===== src/common/scaler_pkg.sv =====
`default_nettype none

package scaler_pkg;

	////////////////////
	// Widths and defaults
	////////////////////

	localparam int OUTPUT_BITS       = 16;   // Reported count width
	localparam int DEF_NUM_CHAN      = 4;
	localparam int DEF_PRESCALE_BITS = 5;    // Divide by 32 when prescale is on

	typedef logic [OUTPUT_BITS-1:0] count_t;
	typedef logic [7:0]             byte_t;

	// Gate window length after reset
	localparam byte_t GATE_LEN_DEFAULT = 8'd100;

	////////////////////
	// Register map
	////////////////////

	// Word address, taken from adr_i[3:1]
	typedef enum logic [2:0] {
		REG_CHAN0    = 3'd0,
		REG_CHAN1    = 3'd1,
		REG_CHAN2    = 3'd2,
		REG_CHAN3    = 3'd3,
		REG_T1       = 3'd4,
		REG_GATED    = 3'd5,
		REG_GATE_SEL = 3'd6,
		REG_GATE_CTL = 3'd7    // Low byte gate length, high byte control
	} reg_addr_e;

endpackage

`default_nettype wire


===== src/common/scal_ctl_if.sv =====
`timescale 1ns/1ps
`default_nettype none

interface scal_ctl_if import scaler_pkg::*; ();

	byte_t     gate_sel;      // Channel feeding the gated scaler
	byte_t     gate_len;
	logic      prescale_en;
	reg_addr_e rd_word;       // Word being read
	count_t    rd_count;      // Latched count for rd_word

	modport regs_mp (
		output gate_sel, gate_len, prescale_en, rd_word,
		input  rd_count
	);

	modport cond_mp (
		input gate_sel, gate_len
	);

	modport bank_mp (
		input  prescale_en, rd_word,
		output rd_count
	);

endinterface

`default_nettype wire


===== src/design/scaler_block.sv =====
`timescale 1ns/1ps
`default_nettype none

module scaler_block import scaler_pkg::*; #(
	parameter int NUM_CHAN      = DEF_NUM_CHAN,
	parameter int PRESCALE_BITS = DEF_PRESCALE_BITS
) (
	input  wire                fclk_i,
	input  wire                rst_n_i,

	input  wire [NUM_CHAN-1:0] chan_i,
	input  wire                t1_i,
	input  wire                ext_gate_i,
	input  wire                pps_i,      // One cycle per second

	input  wire                cyc_i,
	input  wire                stb_i,
	input  wire                wr_i,
	input  wire [3:0]          adr_i,
	input  wire byte_t         dat_i,
	output logic               ack_o,
	output byte_t              dat_o
);

	logic [NUM_CHAN-1:0] chan_q;       // Channels after the input register
	logic                t1_pulse;
	logic                gated_pulse;

	scal_ctl_if ctl_if ();

	trigger_cond #(
		.NUM_CHAN (NUM_CHAN)
	) trigger_cond_i (
		.fclk_i        (fclk_i),
		.rst_n_i       (rst_n_i),
		.chan_i        (chan_i),
		.t1_i          (t1_i),
		.ext_gate_i    (ext_gate_i),
		.ctl           (ctl_if.cond_mp),
		.chan_o        (chan_q),
		.t1_pulse_o    (t1_pulse),
		.gated_pulse_o (gated_pulse)
	);

	scaler_bank #(
		.NUM_CHAN      (NUM_CHAN),
		.PRESCALE_BITS (PRESCALE_BITS)
	) scaler_bank_i (
		.fclk_i        (fclk_i),
		.rst_n_i       (rst_n_i),
		.pps_i         (pps_i),
		.chan_i        (chan_q),
		.t1_pulse_i    (t1_pulse),
		.gated_pulse_i (gated_pulse),
		.ctl           (ctl_if.bank_mp)
	);

	scaler_regs scaler_regs_i (
		.fclk_i  (fclk_i),
		.rst_n_i (rst_n_i),
		.cyc_i   (cyc_i),
		.stb_i   (stb_i),
		.wr_i    (wr_i),
		.adr_i   (adr_i),
		.dat_i   (dat_i),
		.ctl     (ctl_if.regs_mp),
		.ack_o   (ack_o),
		.dat_o   (dat_o)
	);

endmodule

`default_nettype wire


===== src/design/scaler_regs.sv =====
`timescale 1ns/1ps
`default_nettype none

module scaler_regs import scaler_pkg::*; (
	input  wire         fclk_i,
	input  wire         rst_n_i,
	input  wire         cyc_i,
	input  wire         stb_i,
	input  wire         wr_i,
	input  wire [3:0]   adr_i,      // Word in 3:1, high byte in 0
	input  wire byte_t  dat_i,
	scal_ctl_if.regs_mp ctl,
	output logic        ack_o,
	output byte_t       dat_o
);

	reg_addr_e word;
	logic      start;
	logic      ack_q;
	byte_t     gate_sel_q;
	byte_t     gate_len_q;
	byte_t     ctl_byte_q;   // Bit 0 set turns prescale off
	count_t    rd_q;

	assign word  = reg_addr_e'(adr_i[3:1]);
	assign start = cyc_i && stb_i && !ack_q;

	////////////////////
	// Ack
	////////////////////

	// High for one cycle, so a new start waits at least one more
	always_ff @(posedge fclk_i or negedge rst_n_i) begin
		if (!rst_n_i)
			ack_q <= 1'b0;
		else
			ack_q <= start;
	end

	////////////////////
	// Control registers
	////////////////////

	always_ff @(posedge fclk_i or negedge rst_n_i) begin
		if (!rst_n_i) begin
			gate_sel_q <= '0;
			gate_len_q <= GATE_LEN_DEFAULT;
			ctl_byte_q <= '0;
		end else if (start && wr_i) begin
			case (word)
				REG_GATE_SEL:
					if (!adr_i[0])
						gate_sel_q <= dat_i;
				REG_GATE_CTL:
					if (adr_i[0])
						ctl_byte_q <= dat_i;
					else
						gate_len_q <= dat_i;
				default: ;                       // Count words are read only
			endcase
		end
	end

	// Read word captured at the start cycle
	always_ff @(posedge fclk_i) begin
		if (start) begin
			case (word)
				REG_GATE_SEL: rd_q <= {8'h00, gate_sel_q};
				REG_GATE_CTL: rd_q <= {ctl_byte_q, gate_len_q};
				default:      rd_q <= ctl.rd_count;
			endcase
		end
	end

	assign ctl.gate_sel    = gate_sel_q;
	assign ctl.gate_len    = gate_len_q;
	assign ctl.prescale_en = ~ctl_byte_q[0];
	assign ctl.rd_word     = word;

	assign ack_o = ack_q;
	assign dat_o = adr_i[0] ? rd_q[15:8] : rd_q[7:0];   // Master holds adr_i until ack

endmodule

`default_nettype wire


===== src/scaler_bank/scaler_bank.sv =====
`timescale 1ns/1ps
`default_nettype none

module scaler_bank import scaler_pkg::*; #(
	parameter int NUM_CHAN      = DEF_NUM_CHAN,
	parameter int PRESCALE_BITS = DEF_PRESCALE_BITS
) (
	input  wire                fclk_i,
	input  wire                rst_n_i,
	input  wire                pps_i,
	input  wire [NUM_CHAN-1:0] chan_i,
	input  wire                t1_pulse_i,
	input  wire                gated_pulse_i,
	scal_ctl_if.bank_mp        ctl
);

	localparam int NUM_SCAL = NUM_CHAN + 2;          // Channels, then T1, then gated
	localparam int CNT_BITS = OUTPUT_BITS + PRESCALE_BITS;
	localparam logic [CNT_BITS-1:0] MAX_CNT = CNT_BITS'((1 << OUTPUT_BITS) - 1);

	logic [NUM_SCAL-1:0] hit;
	count_t              lat_cnt [NUM_SCAL];

	assign hit = {gated_pulse_i, t1_pulse_i, chan_i};

	// Clamp a running count to the reported width
	function automatic count_t limit(input logic [CNT_BITS-1:0] val);
		return (val > MAX_CNT) ? '1 : val[OUTPUT_BITS-1:0];
	endfunction

	////////////////////
	// Counters and pps latch
	////////////////////

	for (genvar i = 0; i < NUM_SCAL; i++) begin : g_scal
		logic [CNT_BITS-1:0] run_cnt;
		logic [CNT_BITS-1:0] scaled;

		if (i < NUM_CHAN) begin : g_pre
			assign scaled = ctl.prescale_en ? (run_cnt >> PRESCALE_BITS) : run_cnt;
		end else begin : g_raw
			assign scaled = run_cnt;                 // T1 and gated are never prescaled
		end

		always_ff @(posedge fclk_i or negedge rst_n_i) begin
			if (!rst_n_i) begin
				run_cnt    <= '0;
				lat_cnt[i] <= '0;
			end else if (pps_i) begin
				run_cnt    <= '0;                    // This cycle's input is dropped
				lat_cnt[i] <= limit(scaled);
			end else if (hit[i] && run_cnt != '1) begin
				run_cnt <= run_cnt + 1'b1;           // Saturates at all ones
			end
		end
	end

	////////////////////
	// Read port
	////////////////////

	always_comb begin
		case (ctl.rd_word)
			REG_T1:
				ctl.rd_count = lat_cnt[NUM_CHAN];
			REG_GATED:
				ctl.rd_count = lat_cnt[NUM_CHAN+1];
			REG_GATE_SEL, REG_GATE_CTL:
				ctl.rd_count = '0;                   // Served from the register slave
			default:
				ctl.rd_count = (int'(ctl.rd_word) < NUM_CHAN) ? lat_cnt[ctl.rd_word] : '0;
		endcase
	end

endmodule

`default_nettype wire


===== src/trigger_cond/trigger_cond.sv =====
`timescale 1ns/1ps
`default_nettype none

module trigger_cond import scaler_pkg::*; #(
	parameter int NUM_CHAN = DEF_NUM_CHAN
) (
	input  wire                fclk_i,
	input  wire                rst_n_i,
	input  wire [NUM_CHAN-1:0] chan_i,
	input  wire                t1_i,
	input  wire                ext_gate_i,
	scal_ctl_if.cond_mp        ctl,
	output logic [NUM_CHAN-1:0] chan_o,
	output logic               t1_pulse_o,
	output logic               gated_pulse_o
);

	localparam int SEL_BITS = (NUM_CHAN > 1) ? $clog2(NUM_CHAN) : 1;

	logic  t1_q;
	logic  t1_q2;
	logic  gate_open;
	byte_t gate_cnt;
	logic  sel_chan;
	logic  gated_and;
	logic  gated_pipe;

	////////////////////
	// T1 edge and channel register
	////////////////////

	always_ff @(posedge fclk_i or negedge rst_n_i) begin
		if (!rst_n_i) begin
			t1_q       <= 1'b0;
			t1_q2      <= 1'b0;
			t1_pulse_o <= 1'b0;
			chan_o     <= '0;
		end else begin
			t1_q       <= t1_i;
			t1_q2      <= t1_q;
			t1_pulse_o <= t1_q & ~t1_q2;   // Rising edge only
			chan_o     <= chan_i;
		end
	end

	////////////////////
	// Gate window
	////////////////////

	// A new ext_gate_i restarts the window
	always_ff @(posedge fclk_i or negedge rst_n_i) begin
		if (!rst_n_i) begin
			gate_open <= 1'b0;
			gate_cnt  <= '0;
		end else if (ext_gate_i) begin
			gate_open <= 1'b1;
			gate_cnt  <= '0;
		end else if (gate_open) begin
			gate_cnt <= gate_cnt + 1'b1;
			if (gate_cnt == ctl.gate_len)
				gate_open <= 1'b0;
		end else begin
			gate_cnt <= '0;
		end
	end

	// Out of range select counts nothing
	assign sel_chan = (ctl.gate_sel < NUM_CHAN) && chan_i[ctl.gate_sel[SEL_BITS-1:0]];

	always_ff @(posedge fclk_i or negedge rst_n_i) begin
		if (!rst_n_i) begin
			gated_and     <= 1'b0;
			gated_pipe    <= 1'b0;
			gated_pulse_o <= 1'b0;
		end else begin
			gated_and     <= gate_open & sel_chan;
			gated_pipe    <= gated_and;
			gated_pulse_o <= gated_pipe;     // 3 cycles behind chan_i
		end
	end

endmodule

`default_nettype wire


===== config.mk =====
export PLATFORM = sky130hd
export DESIGN_NAME = scaler_block
export DESIGN_NICKNAME = d
export VERILOG_FILES = /design/src/common/scaler_pkg.sv /design/src/common/scal_ctl_if.sv /design/src/design/scaler_block.sv /design/src/design/scaler_regs.sv /design/src/scaler_bank/scaler_bank.sv /design/src/trigger_cond/trigger_cond.sv
export SDC_FILE = /design/constraint.sdc
export NUM_CORES = 1
export LEC_CHECK = 0
export ABC_AREA = 1
export BUFFER_PORTS_ARGS = -buffer_cell sky130_fd_sc_hd__buf_2
export CORE_MARGIN = 1.5
export CORE_UTILIZATION = 45
export DETAILED_ROUTE_END_ITERATION = 10
export RECOVER_POWER = 50
export SLEW_MARGIN = 20
export SYNTH_ARGS = -nofsm -noshare
export SYNTH_HDL_FRONTEND = slang
export SYNTH_SLANG_ARGS = --single-unit

===== constraint.sdc =====
create_clock -name fclk_i -period 2.35 [get_ports fclk_i]
set_input_delay 0.47 -clock fclk_i [delete_from_list [all_inputs] [get_ports fclk_i]]
set_output_delay 0.47 -clock fclk_i [all_outputs]
set_load 0.005 [all_outputs]

* Word level (Yosys, flattened, before mapping) *
Index checks and enable logic that the tools add are counted.

word-level totals
  register bits = 282
  output and inout bits = 9
  word-level logic and storage cells = 116

operators by class
  add/sub/neg operators = 7
  $lt $le $gt $ge = 10
  equal/unequal tests = 11
  mux-type cells = 36
  bitwise operators = 5
  reduce and logical (&&, ||, !) cells = 21

operator list
  cell                                                         count
  2-to-1 mux 21 bit                                            16
  2-to-1 mux 16 bit                                            9
  adder 21 x 1 -> 21 bit (second input constant)               6
  > comparator 21 x 16 -> 1 bit (second input constant)        6
  inequality test 21 bit (second input constant)               6
  binary-select mux 16 bit (select 3 bit)                      1
  one-hot mux 16 bit (3 select lines)                          1
  one-hot mux 16 bit (2 select lines)                          1
  2-to-1 mux 8 bit                                             3
  equality test 3 bit (second input constant)                  4
  nonzero test 2 bit                                           6
  logical AND 1 bit                                            10
  AND reduction 3 bit                                          3
  adder 8 x 1 -> 8 bit (second input constant)                 1
  equality test 8 bit                                          1
  less-than comparator 8 x 3 -> 1 bit (second input constant)  1
  >= comparator 4 bit (second input constant)                  1
  2-to-1 mux 1 bit                                             4
  NOT 3 -> 4 bit                                               1
  less-than comparator 2 x 3 -> 1 bit (second input constant)  1
  less-than comparator 3 bit (second input constant)           1
  bitwise AND 1 bit                                            2
  binary-select mux 1 bit (select 2 bit)                       1
  NOT 1 bit                                                    2
  2 further kinds                                              2

* Depth between registers and ports, before layout *
Gate-level depths: netlist of run 1.

  word-level depth = 7
  depth in mapped cells = 12
  gate-level depth less buffers = 11

* Cells and area by module *
From an unflattened synthesis of run 1, not the netlist that was laid out.

unflattened totals
  cells, all modules = 2,179
  area, all modules = 15,997.8 µm²

modules (own cells, without submodules)
  module        times used  cells an instance  area an instance (µm²)
  scaler_bank   1           1,872              13,247.7
  scaler_regs   1           205                1,895.6
  trigger_cond  1           102                854.6

* Least setup slack after synthesis of run 1 *
Ideal clock, no wire load.

  kind = flip-flop to flip-flop
  start = register scaler_bank_i.g_scal[4].run_cnt[0]
  end = register scaler_bank_i.g_scal[4].run_cnt[18]
  library setup time = 65 ps
  arrival = 1,645 ps
  path slack = 640 ps
  cell stages (with the launch flop) = 13
  path buffers = 1
  clock period less this slack = 1,710 ps
  cell sequence = dfrtp_1 > ha_1 > inv_1 > nor2_2 > nand2_1 > nor2_2 > nand2_1 > nand2_2 > nand2_4 > inv_6 > buf_6 > nand2_1 > nand2_1

between the ends
  longest elaborated chain between the ends = 3
  elaborated cells between the ends (all ways) = 6
  those cells by class = add/sub: 1; eq/ne: 1; mux: 2; reduce/logical: 2

ends and longest elaborated chain
  what                                                              RTL line                              RTL
  start, declared                                                   scaler_bank.sv:36                     logic [CNT_BITS-1:0] run_cnt;
  start signal, assigned                                            scaler_bank.sv:53                     run_cnt <= run_cnt + 1'b1;
  adder 21 x 1 -> 21 bit or inequality test 21 bit (tied branches)  scaler_bank.sv:53, scaler_bank.sv:52
  2-to-1 mux 21 bit or logical AND 1 bit (tied branches)            scaler_bank.sv:52                     end else if (hit[i] && run_cnt != '1) begin
  2-to-1 mux 21 bit or nonzero test 2 bit (tied branches)           --

Parallel ways exist; a longest one is shown, timed or not. The select of a mux whose other input is x is not followed.
A chain may end at the register's enable or synchronous reset.

* Worst setup path after layout of run 1 *
  start = register scaler_bank_i.g_scal[4].run_cnt[0]
  end = register scaler_bank_i.g_scal[4].run_cnt[5]

Same word-level chain as after synthesis.

==> results.py, run 1 <==
metrics = {
    "timing": {
        "max-slew-margin-rel_pct": -13.4,
        "hold_slack_ps": 66.6,
        "setup-tns-final_ps": 0,
        "finalSetupViolCount": 0,
        "report.final.slew_viol_count": 54,
        "finalHoldViolations": 0,
        "worst_slew_pin_slew_ps": 1700,
        "clock.fmax_ghz": 0.471,
        "fin_crit_sh_pct": 90.3,
        "fin_crit_ps": 2120,
        "rsz0062_at_grt": "no",
        "fin_worst_skew_ps": 12.1,
    },
    "setup_path": {
        "cp_max_fo": 7,
        "r2r-end": "scaler_bank_i.g_scal[4].run_cnt[5]$_DFFE_PN0P_",
        "cp-start-kind": "register",
        "crit_path_start": "scaler_bank_i.g_scal[4].run_cnt[0]$_DFFE_PN0P_",
        "crit_slowest_cell": "a21boi_0",
        "required_ps": 2810,
        "rr_startpoint": "scaler_bank_i.g_scal[4].run_cnt[0]$_DFFE_PN0P_",
        "worstPathArrival_ps": 2580,
        "path_cells": "ha_1 -> inv_1 -> nor2_2 -> nand2_1 -> nor2_2 -> a21boi_0 -> buf_4 -> nand3_1 -> nand2_1",
        "crit_type": "reg -> reg",
        "reg2reg_slack_ps": 230,
        "critPathMaxStageDelay_ps": 550,
        "cp-end-kind": "register",
        "rr_worst_depth": 9,
    },
    "finish": {
        "syn2layout_area_growth_pct": 11.7,
        "fin_nets": 2237,
        "stdcell_count": 2688,
        "fillers": 3469,
        "drive_gt1_share_pct": 8.02,
    },
    "grt": {
        "antenna_found_initial": 2,
        "grt_pass1_vias": 13684,
        "grt_pass1_wl_um": 72400,
        "grt_max_degree": 164,
        "grt.overflow.total": 0,
        "grt_usage_pct": 24.8,
    },
    "placement": {
        "dp.cells": 2624,
        "place_hpwl_um": 31300,
        "io_buffers": 32,
        "globalplace.congestion": 0.926,
    },
    "power_and_ir_drop": {
        "vdd_drop_max_v": 0.000474,
        "powerDensity_nw_per_um2": 672,
        "power_leakage_uw": 0.00826,
        "finalPower_uw": 11900,
    },
    "yosys": {
        "avgSynthCellArea_sq_um": 7.25,
        "synth-seq-cells": 282,
        "netlist.area_leader.share_pct": 41.5,
        "yosysMostFrequentCell": "nand2_1",
        "ys_types": 42,
        "synth-seq-area-share_pct": 45.0,
        "synth.top_cells.by_count": "nand2_1 (720), nor2_1 (348), dfrtp_1 (263)",
        "syn-instance-count": 2190,
        "synth.net_count": 2221,
        "synth_area_leader_cell": "dfrtp_1",
        "synth_area_leaders": "dfrtp_1 (41%), nand2_1 (17%), nor2_1 (8.2%)",
        "synth_ff_type": "dfrtp_1",
        "ys_warn_count": 0,
        "async_flop_share_pct": 94.3,
        "synthesis.area_sq_um": 15900,
        "synth_edf_count": 16,
    },
    "clock_network": {
        "clock-sinks": 282,
        "clock_latency_ps": 520,
        "cts_root_buf": "clkbuf_16",
        "cts_tree": "built",
        "h-tree-depth": 2,
        "clockBufferDepth": 3,
        "numCtsBuffers": 34,
        "post_cts_resized": 0,
        "path_clk_slew_ps": 60,
    },
    "routing": {
        "first_pass_iters": 5,
        "num_vias": 14403,
        "routedLengthMet1_um": 20600,
        "top_layer_used": "met4",
        "finalWirelength_um": 44300,
        "wl_met3_um": 2120,
        "vias_per_cell": 5.36,
        "drcViolationCount": 0,
        "ant_nets": 0,
        "drtIter0Drc": 1168,
        "wl_met2_um": 20700,
        "wl_per_cell_um": 16.5,
    },
    "min_path": {
        "whs_path_depth": 1,
        "hold_path.startpoint": "t1_i",
        "hold_path_end": "trigger_cond_i.t1_q$_DFF_PN0_",
        "hp-class": "in -> reg",
    },
    "die": {
        "dieArea_sq_um": 36400,
        "rows": 68,
        "die_y_um": 191,
        "die_w_um": 191,
        "initial_utilization_pct": 45.8,
        "boundaryPins": 33,
        "core_area_sq_um": 34600,
    },
    "status": {
        "violations": "capacitance limit, slew limit",
        "status": "finished with violations",
    },
    "run": {
        "cap_violations": 1,
    },
}
## report_power, final
part,internal (uW),total [uW],switching [uW]
Clock,3270,5350,2080
Combinational,379,1190,812
Sequential,5150,5360,209
Total,8810,11900,3100
## timing repair
action                     in CTS  in global routing
setup endpoints to repair       0                  0
hold endpoints to repair       50                  0
buffers inserted                0                  0
hold buffers                    1                  0
## cell type report
cell class                 count  area [sq um]  area share (%)
antenna                        2          5.00          0.0282
inverter                     130           518            2.92
clock inverter                14           145           0.819
clock buffer                  47           991            5.59
sequential                   282          7140            40.3
multi-input combinational   1687          7820            44.1
timing repair buffer          71           534            3.01
tap                          455           569            3.21
## placed cells by master (no fill, tap or decap), drive strengths merged
cell,instances
o21bai,2
nand3,151
o2111ai,8
xor2,69
dfrtp,263
bufinv,3
a31oi,65
buf,63
or2,6
a21boi,6
nor3b,4
a22oi,4
dlygate4sd3,1
diode,2
and2,1
nor4,1
clkbuf,54
nor2,365
nand2,741
ha,7
edfxtp,16
clkinv,12
xnor2,8
dfstp,3
nor3,14
a21oi,66
o211ai,5
o21a,1
inv,129
o21ai,107
o2bb2ai,3
nand4,53
## critical path: cells and delay by family, from the launching register on
family / cells / cell delay, ps
AOI/OAI and AO/OA: 1 / 550
and+or+nand+nor: 5 / 400
buffers and inverters: 2 / 360
adders and majority gates: 1 / 310
DFF: 1 / 450
## cell families (layout without fill, tap and decap cells)
family / after synthesis / count (layout) / synth area share (%)
fa+ha+maj: 7 / 7 / 0.552
other cells: 0 / 2 / 0
simple gates: 1336 / 1336 / 35.0
compound gates: 267 / 267 / 9.47
xor+xnor: 77 / 77 / 4.25
buf+inv: 221 / 262 / 5.79
flops: 282 / 282 / 45.0
## sequential cells by signal, indices dropped and copies added, names as in the netlist
register and flops:
trigger_cond_i.chan_o 4, scaler_regs_i.ack_o 1, trigger_cond_i.t1_pulse_o 1, trigger_cond_i.t1_q2 1
trigger_cond_i.gated_pipe 1, trigger_cond_i.gate_cnt 8, scaler_bank_i.g_scal.run_cnt 126, scaler_regs_i.ctl.gate_sel 8
scaler_bank_i.lat_cnt 96, scaler_regs_i.ctl.gate_len 8, trigger_cond_i.t1_q 1, trigger_cond_i.gated_and 1
scaler_regs_i.rd_q 16, trigger_cond_i.gate_open 1, trigger_cond_i.gated_pulse_o 1, scaler_regs_i.ctl_byte_q 8
## metrics by stage
| step | instance area, sq um | util, % | setup slack, ps |
|---|---|---|---|
| after global placement | 16600 | 47.9 | 309 |
| final | 17700 | 51.2 | 228 |
| after CTS | 17700 | 51.2 | 264 |
| after detailed placement | 16600 | 47.9 | 283 |
| after floorplan | 15900 | - | 640 |
| after global routing | 17700 | 51.2 | 27.9 |
## routing by layer
layer | global-route usage (%) | vias up
li1 | - | 7159
met1 | 34.4 | 6871
met2 | 40.7 | 313
met3 | 3.29 | 60
met4 | 6.45 | 0
met5 | 0 | -
## worst max-delay path by stage
stage | end | slack [ps] | cells after the start
floorplan | scaler_bank_i.g_scal[4].run_cnt[18]$_DFFE_PN0P_ | 640 | 12
CTS | scaler_bank_i.g_scal[4].run_cnt[5]$_DFFE_PN0P_ | 260 | 9
global route | scaler_bank_i.lat_cnt[7]$_DFFE_PN0P_ | 30 | 3
detailed placement | scaler_regs_i.ctl.gate_len[2]$_DFFE_PN1P_ | 280 | 5
global placement | scaler_regs_i.ctl_byte_q[7]$_DFFE_PN0P_ | 310 | 5
finish | scaler_bank_i.g_scal[4].run_cnt[5]$_DFFE_PN0P_ | 230 | 9
Note: power is estimated with default switching activity, not from simulation.
==> run 2: changes to the inputs <==
--- a/config.mk
+++ b/config.mk
@@ -8,8 +8,10 @@
 export ABC_AREA = 1
 export BUFFER_PORTS_ARGS = -buffer_cell sky130_fd_sc_hd__buf_2
 export CORE_MARGIN = 1.5
-export CORE_UTILIZATION = 45
+export CORE_UTILIZATION = 52
 export DETAILED_ROUTE_END_ITERATION = 10
+export GPL_TIMING_DRIVEN = 0
+export PLACE_DENSITY = 0.65
 export RECOVER_POWER = 50
 export SLEW_MARGIN = 20
 export SYNTH_ARGS = -nofsm -noshare
==> run 2 against run 1 <==
Against the previous run:
- the run now ends clean
- maximum frequency down 5.5%
- clock power up 2%
- global-route usage up 7.5 points
- routed wire length up 11%
- design area up 0.18%
- via count up 4.5%
- core utilization up 8.3 points
- largest power group is now clock
- highest routed layer unchanged
==> results.py, run 2 (synthesized netlist as in run 1, its figures left out) <==
metrics = {
    "status": {
        "status": "complete, no violations",
    },
    "die": {
        "rows": 63,
        "die_y_um": 178,
        "core_area_sq_um": 29900,
        "initial_utilization_pct": 53.1,
        "boundaryPins": 33,
        "die_w_um": 178,
        "dieArea_sq_um": 31600,
    },
    "finish": {
        "largest_register_ffs": 126,
        "finalInstanceArea_sq_um": 17800,
        "final_common_cell": "nand2_1",
        "layout_common_cells": "nand2_1 (720), nor2_1 (348), dfrtp_1 (262)",
        "num_antenna_cells": 0,
        "drive_gt1_share_pct": 6.87,
        "syn2layout_area_growth_pct": 11.9,
        "reg.largest.list": "scaler_bank_i.g_scal.run_cnt (126), scaler_bank_i.lat_cnt (96), scaler_regs_i.rd_q (16)",
        "regMostFlops": "scaler_bank_i.g_scal.run_cnt",
        "fin_nets": 2289,
    },
    "routing": {
        "num_vias": 15055,
        "first_pass_iters": 5,
        "vias_per_cell": 5.63,
        "drcViolationCount": 0,
        "wl_per_cell_um": 18.4,
        "ant_nets": 0,
        "finalWirelength_um": 49300,
        "drtIter0Drc": 1440,
    },
    "setup_path": {
        "cp-start-kind": "input pin",
        "cp-end-kind": "register",
        "required_ps": 2810,
        "reg2reg_slack_ps": 110,
        "cp_max_fo": 10,
        "worstPathArrival_ps": 2700,
        "rr_worst_depth": 4,
        "rr_startpoint": "scaler_regs_i.ctl_byte_q[0]$_DFFE_PN0P_",
        "r2r-end": "scaler_bank_i.lat_cnt[59]$_DFFE_PN0P_",
        "crit_type": "in -> reg",
    },
    "grt": {
        "antenna_found_initial": 0,
        "grt_pass1_wl_um": 78300,
        "grt_max_degree": 98,
        "grt_pass1_vias": 14219,
        "grt.overflow.total": 0,
        "grt_usage_pct": 32.3,
    },
    "min_path": {
        "hold_path.startpoint": "t1_i",
        "whs_path_depth": 1,
        "hold_path_end": "trigger_cond_i.t1_q$_DFF_PN0_",
        "hp-class": "in -> reg",
    },
    "clock_network": {
        "clockBufferDepth": 3,
        "h-tree-depth": 2,
        "cts_root_buf": "clkbuf_16",
        "clock-sinks": 282,
        "numCtsBuffers": 34,
        "path_clk_slew_ps": 60,
        "clock_latency_ps": 530,
        "cts_tree": "built",
    },
    "timing": {
        "rsz0062_at_grt": "no",
        "setup-tns-final_ps": 0,
        "finalSetupViolCount": 0,
        "finalHoldViolations": 0,
        "fin_crit_ps": 2250,
        "report.final.slew_viol_count": 0,
        "worst_slew_pin_slew_ps": 1350,
        "clock.fmax_ghz": 0.445,
        "max-slew-margin-rel_pct": 9.48,
        "hold_slack_ps": 61.1,
        "fin_worst_skew_ps": 12.6,
        "fin_crit_sh_pct": 95.6,
    },
    "run": {
        "cap_violations": 0,
    },
    "placement": {
        "place_area_sq_um": 16600,
        "globalplace.congestion": 0.949,
        "io_buffers": 28,
        "place_hpwl_um": 36000,
    },
    "power_and_ir_drop": {
        "power_leakage_uw": 0.00825,
        "powerDensity_nw_per_um2": 682,
        "vdd_drop_max_v": 0.000628,
    },
}
## run 2: layer usage
layer	GRT usage, %	vias up	wire length [um]
met3	5.51	103	3470
met1	44.1	7139	21600
met5	0	-	0
met2	51.8	545	22600
met4	11.8	0	1620
li1	-	7268	-
## run 2: metrics by stage
stage | util [%] | setup slack (ps) | total power [uW] | instances
after floorplan | - | 640 | 6120 | 2190
after global placement | 55.2 | -4180 | 6670 | 2608
after detailed placement | 55.6 | -358 | 6710 | 2611
after CTS | 59.5 | 34.6 | 12200 | 2674
after global routing | 59.4 | 48.6 | 12600 | 2674
final | 59.4 | 104 | 12100 | 2674
## run 2: power breakdown
part           switching (uW)  internal (uW)
combinational             904            369
sequential                214           5150
clock                    2110           3360
## run 2: how the worst max path moves through the flow
stage	to	cells after the start	slack, ps	startpoint
after global placement	scaler_bank_i.g_scal[3].run_cnt[1]$_DFFE_PN0P_	1	-4180	rst_n_i
after CTS	scaler_bank_i.lat_cnt[62]$_DFFE_PN0P_	5	30	scaler_regs_i.ctl_byte_q[0]$_DFFE_PN0P_
after detailed placement	scaler_bank_i.g_scal[5].run_cnt[7]$_DFFE_PN0P_	6	-360	pps_i
final	scaler_bank_i.g_scal[5].run_cnt[7]$_DFFE_PN0P_	6	100	pps_i
after floorplan	scaler_bank_i.g_scal[4].run_cnt[18]$_DFFE_PN0P_	12	640	scaler_bank_i.g_scal[4].run_cnt[0]$_DFFE_PN0P_
after global routing	scaler_bank_i.g_scal[5].run_cnt[5]$_DFFE_PN0P_	12	50	scaler_bank_i.g_scal[5].run_cnt[0]$_DFFE_PN0P_
## run 2: timing repair
action	in CTS	in global routing
setup endpoints to repair	0	35
endpoints found under the hold margin	5	0
resized for setup	0	6
hold buffers	1	0
buffers inserted	0	0
## run 2: layout make-up
type                            count  area [sq um]
Multi-Input combinational cell   1687          7820
Inverter                          130           513
Timing Repair Buffer               32           226
Buffer                             91           408
Clock buffer                       51          1030
Fill cell                        2807         12100
Sequential cell                   282          7140
Tap cell                          390           488
Clock inverter                     11           135
## run 2: worst max-delay path, cell delays in order
cell and delay, ps:
buf_2 120, inv_2 410, clkbuf_1 450, buf_1 930, nand4_1 190, nand2_1 120
==> run 3: changes to the inputs <==
--- a/config.mk
+++ b/config.mk
@@ -6,12 +6,12 @@
 export NUM_CORES = 1
 export LEC_CHECK = 0
 export ABC_AREA = 1
-export BUFFER_PORTS_ARGS = -buffer_cell sky130_fd_sc_hd__buf_2
+export BUFFER_PORTS_ARGS = -buffer_cell sky130_fd_sc_hd__buf_4
 export CORE_MARGIN = 1.5
-export CORE_UTILIZATION = 52
+export CORE_UTILIZATION = 40
 export DETAILED_ROUTE_END_ITERATION = 10
 export GPL_TIMING_DRIVEN = 0
-export PLACE_DENSITY = 0.65
+export PLACE_DENSITY = 0.52
 export RECOVER_POWER = 50
 export SLEW_MARGIN = 20
 export SYNTH_ARGS = -nofsm -noshare
==> run 3 against run 2 <==
Against the previous run:
- register-to-register slack barely moved
- core utilization fell by 13 points
- sequential share of layout area fell by 0.54 points
- clock-buffer cell count rose by 2
- worst hold slack got worse by 4.7 ps
- via count fell by 1.4%
- combinational power barely moved
- global-route usage fell by 6.1 points
- clock power rose by 4%
- clock skew rose by 6.2 ps
- critical endpoint is now scaler_bank_i.g_scal[2].run_cnt[0]$_DFFE_PN0P_
- largest cell class unchanged
- highest routed layer unchanged
==> results.py, run 3 (synthesized netlist as in run 1, its figures left out) <==
metrics = {
    "power_and_ir_drop": {
        "powerDensity_nw_per_um2": 685,
        "power_leakage_uw": 0.00828,
        "vdd_drop_max_v": 0.000623,
    },
    "finish": {
        "multi_input_area_sq_um": 7820,
        "largest_register_ffs": 126,
        "syn2layout_area_growth_pct": 13.4,
        "fillers": 4119,
        "layout_common_cells": "nand2_1 (720), nor2_1 (348), dfrtp_1 (263)",
        "final_common_cell": "nand2_1",
        "regMostFlops": "scaler_bank_i.g_scal.run_cnt",
        "regArea_sq_um": 7140,
        "fin_nets": 2291,
        "reg.largest.list": "scaler_bank_i.g_scal.run_cnt (126), scaler_bank_i.lat_cnt (96), scaler_regs_i.rd_q (16)",
        "drive_gt1_share_pct": 6.96,
        "finalInstanceArea_sq_um": 18000,
        "num_antenna_cells": 0,
    },
    "clock_network": {
        "clockBufferDepth": 3,
        "clock-sinks": 282,
        "numCtsBuffers": 36,
        "path_clk_slew_ps": 60,
        "cts_root_buf": "clkbuf_16",
        "h-tree-depth": 2,
        "clock_latency_ps": 550,
        "post-cts-setup-buffers": 0,
        "cts_tree": "built",
    },
    "timing": {
        "fin_crit_sh_pct": 96.8,
        "fin_crit_ps": 2280,
        "setup_slack_ps": 75.0,
        "finalSetupViolCount": 0,
        "max-slew-margin-rel_pct": 6.80,
        "report.final.slew_viol_count": 0,
        "rsz0062_at_grt": "no",
        "hold_slack_ps": 56.4,
        "clock.fmax_ghz": 0.440,
        "worst_slew_pin_slew_ps": 1390,
        "finalHoldViolations": 0,
        "fin_worst_skew_ps": 18.8,
    },
    "grt": {
        "grt_util_met2_pct": 42.7,
        "grt_pass1_vias": 14199,
        "grt_usage_pct": 26.2,
        "grt_busiest_layer": "met2",
        "grt_util_met1_pct": 36.4,
        "antenna_found_initial": 1,
        "grt_pass1_wl_um": 82700,
        "grt_max_degree": 78,
        "gr-usage-met3_pct": 3.58,
        "grt.overflow.total": 0,
    },
    "run": {
        "cap_violations": 0,
    },
    "placement": {
        "place_hpwl_um": 38800,
        "place_area_sq_um": 16800,
        "pre_cts_ws_ps": -474,
        "io_buffers": 28,
        "globalplace.congestion": 0.892,
    },
    "setup_path": {
        "crit_type": "in -> reg",
        "rr_startpoint": "scaler_regs_i.ctl_byte_q[0]$_DFFE_PN0P_",
        "cp_max_fo": 10,
        "reg2reg_slack_ps": 110,
        "r2r-end": "scaler_regs_i.rd_q[8]$_DFFE_PP_",
        "crit_slowest_cell": "clkdlybuf4s15_1",
        "crit_end": "scaler_bank_i.g_scal[2].run_cnt[0]$_DFFE_PN0P_",
        "rr_worst_depth": 4,
        "critPathMaxStageDelay_ps": 940,
        "cp-end-kind": "register",
        "crit_path_start": "pps_i",
        "required_ps": 2800,
        "cp-start-kind": "input pin",
        "worstPathArrival_ps": 2720,
        "path_cells": "buf_4 -> inv_2 -> clkbuf_1 -> clkdlybuf4s15_1 -> nand3_1 -> o21ai_0",
    },
    "routing": {
        "drcViolationCount": 0,
        "ant_nets": 0,
        "first_pass_iters": 5,
        "vias_per_cell": 5.30,
        "finalWirelength_um": 52500,
        "num_vias": 14851,
        "drtIter0Drc": 1134,
        "wl_per_cell_um": 18.7,
    },
    "status": {
        "status": "complete, no violations",
    },
    "die": {
        "rows": 72,
        "core_area_sq_um": 38900,
        "boundaryPins": 33,
        "dieArea_sq_um": 40900,
        "die_y_um": 202,
        "initial_utilization_pct": 40.8,
        "die_w_um": 202,
    },
    "min_path": {
        "hp-class": "in -> reg",
    },
}
==> run 3: worst min path at each step <==
stage	slack, ps	depth (start not counted)	endpoint	startpoint
3_5_place_dp	340	0	trigger_cond_i.gated_pipe$_DFF_PN0_	trigger_cond_i.gated_and$_DFF_PN0_
3_3_place_gp	340	0	trigger_cond_i.gated_pipe$_DFF_PN0_	trigger_cond_i.gated_and$_DFF_PN0_
4_1_cts	2	1	trigger_cond_i.t1_q$_DFF_PN0_	t1_i
2_1_floorplan	170	0	scaler_bank_i.g_scal[0].run_cnt[0]$_DFFE_PN0P_	rst_n_i
5_1_grt	50	1	trigger_cond_i.t1_q$_DFF_PN0_	t1_i
6_report	60	1	trigger_cond_i.t1_q$_DFF_PN0_	t1_i
==> run 3: power breakdown <==
part | total (uW) | switching (uW) | internal, uW | leakage (uW)
clock network | 5670 | 2220 | 3450 | 0.000585
registers | 5370 | 216 | 5150 | 0.00367
logic | 1300 | 919 | 377 | 0.00403
total | 12300 | 3350 | 8980 | 0.00828
==> run 3: routing by layer <==
metal | share of wire (%) | up-vias
met5 | 0 | -
met4 | 2.0 | 0
met3 | 5.0 | 57
met2 | 47 | 411
met1 | 46 | 7116
li1 | - | 7267
==> run 3: timing repair <==
item / CTS / global route
resized for setup: 0 / 6
endpoints found under the setup margin: 0 / 45
endpoints found under the hold margin: 48 / 0
hold buffers: 1 / 0
==> run 3: area by class of cell <==
type,count,area share (%)
inverter,130,2.85
clock inverter,11,0.813
buffer,91,2.31
clock buffer,53,5.87
sequential,282,39.7
tap,518,3.60
timing repair buffer,32,1.44
multi-input combinational,1687,43.4
==> run 3: metrics by stage <==
stage / TNS, ps / util [%] / power, uW / instances
after global routing: 0 / 46.2 / 12800 / 2804
after floorplan: 0 / - / 6120 / 2190
after CTS: 0 / 46.4 / 12500 / 2804
after detailed placement: -21240 / 43.2 / 6760 / 2739
final: 0 / 46.2 / 12300 / 2804
after global placement: -452970 / 43.0 / 6730 / 2736
==> run 3: worst max-delay path: cells and delay by family <==
| kind | cells | cell delay (ps) |
|---|---|---|
| buffers and inverters | 4 | 1980 |
| and+or+nand+nor | 1 | 130 |
| AOI/OAI and AO/OA | 1 | 130 |
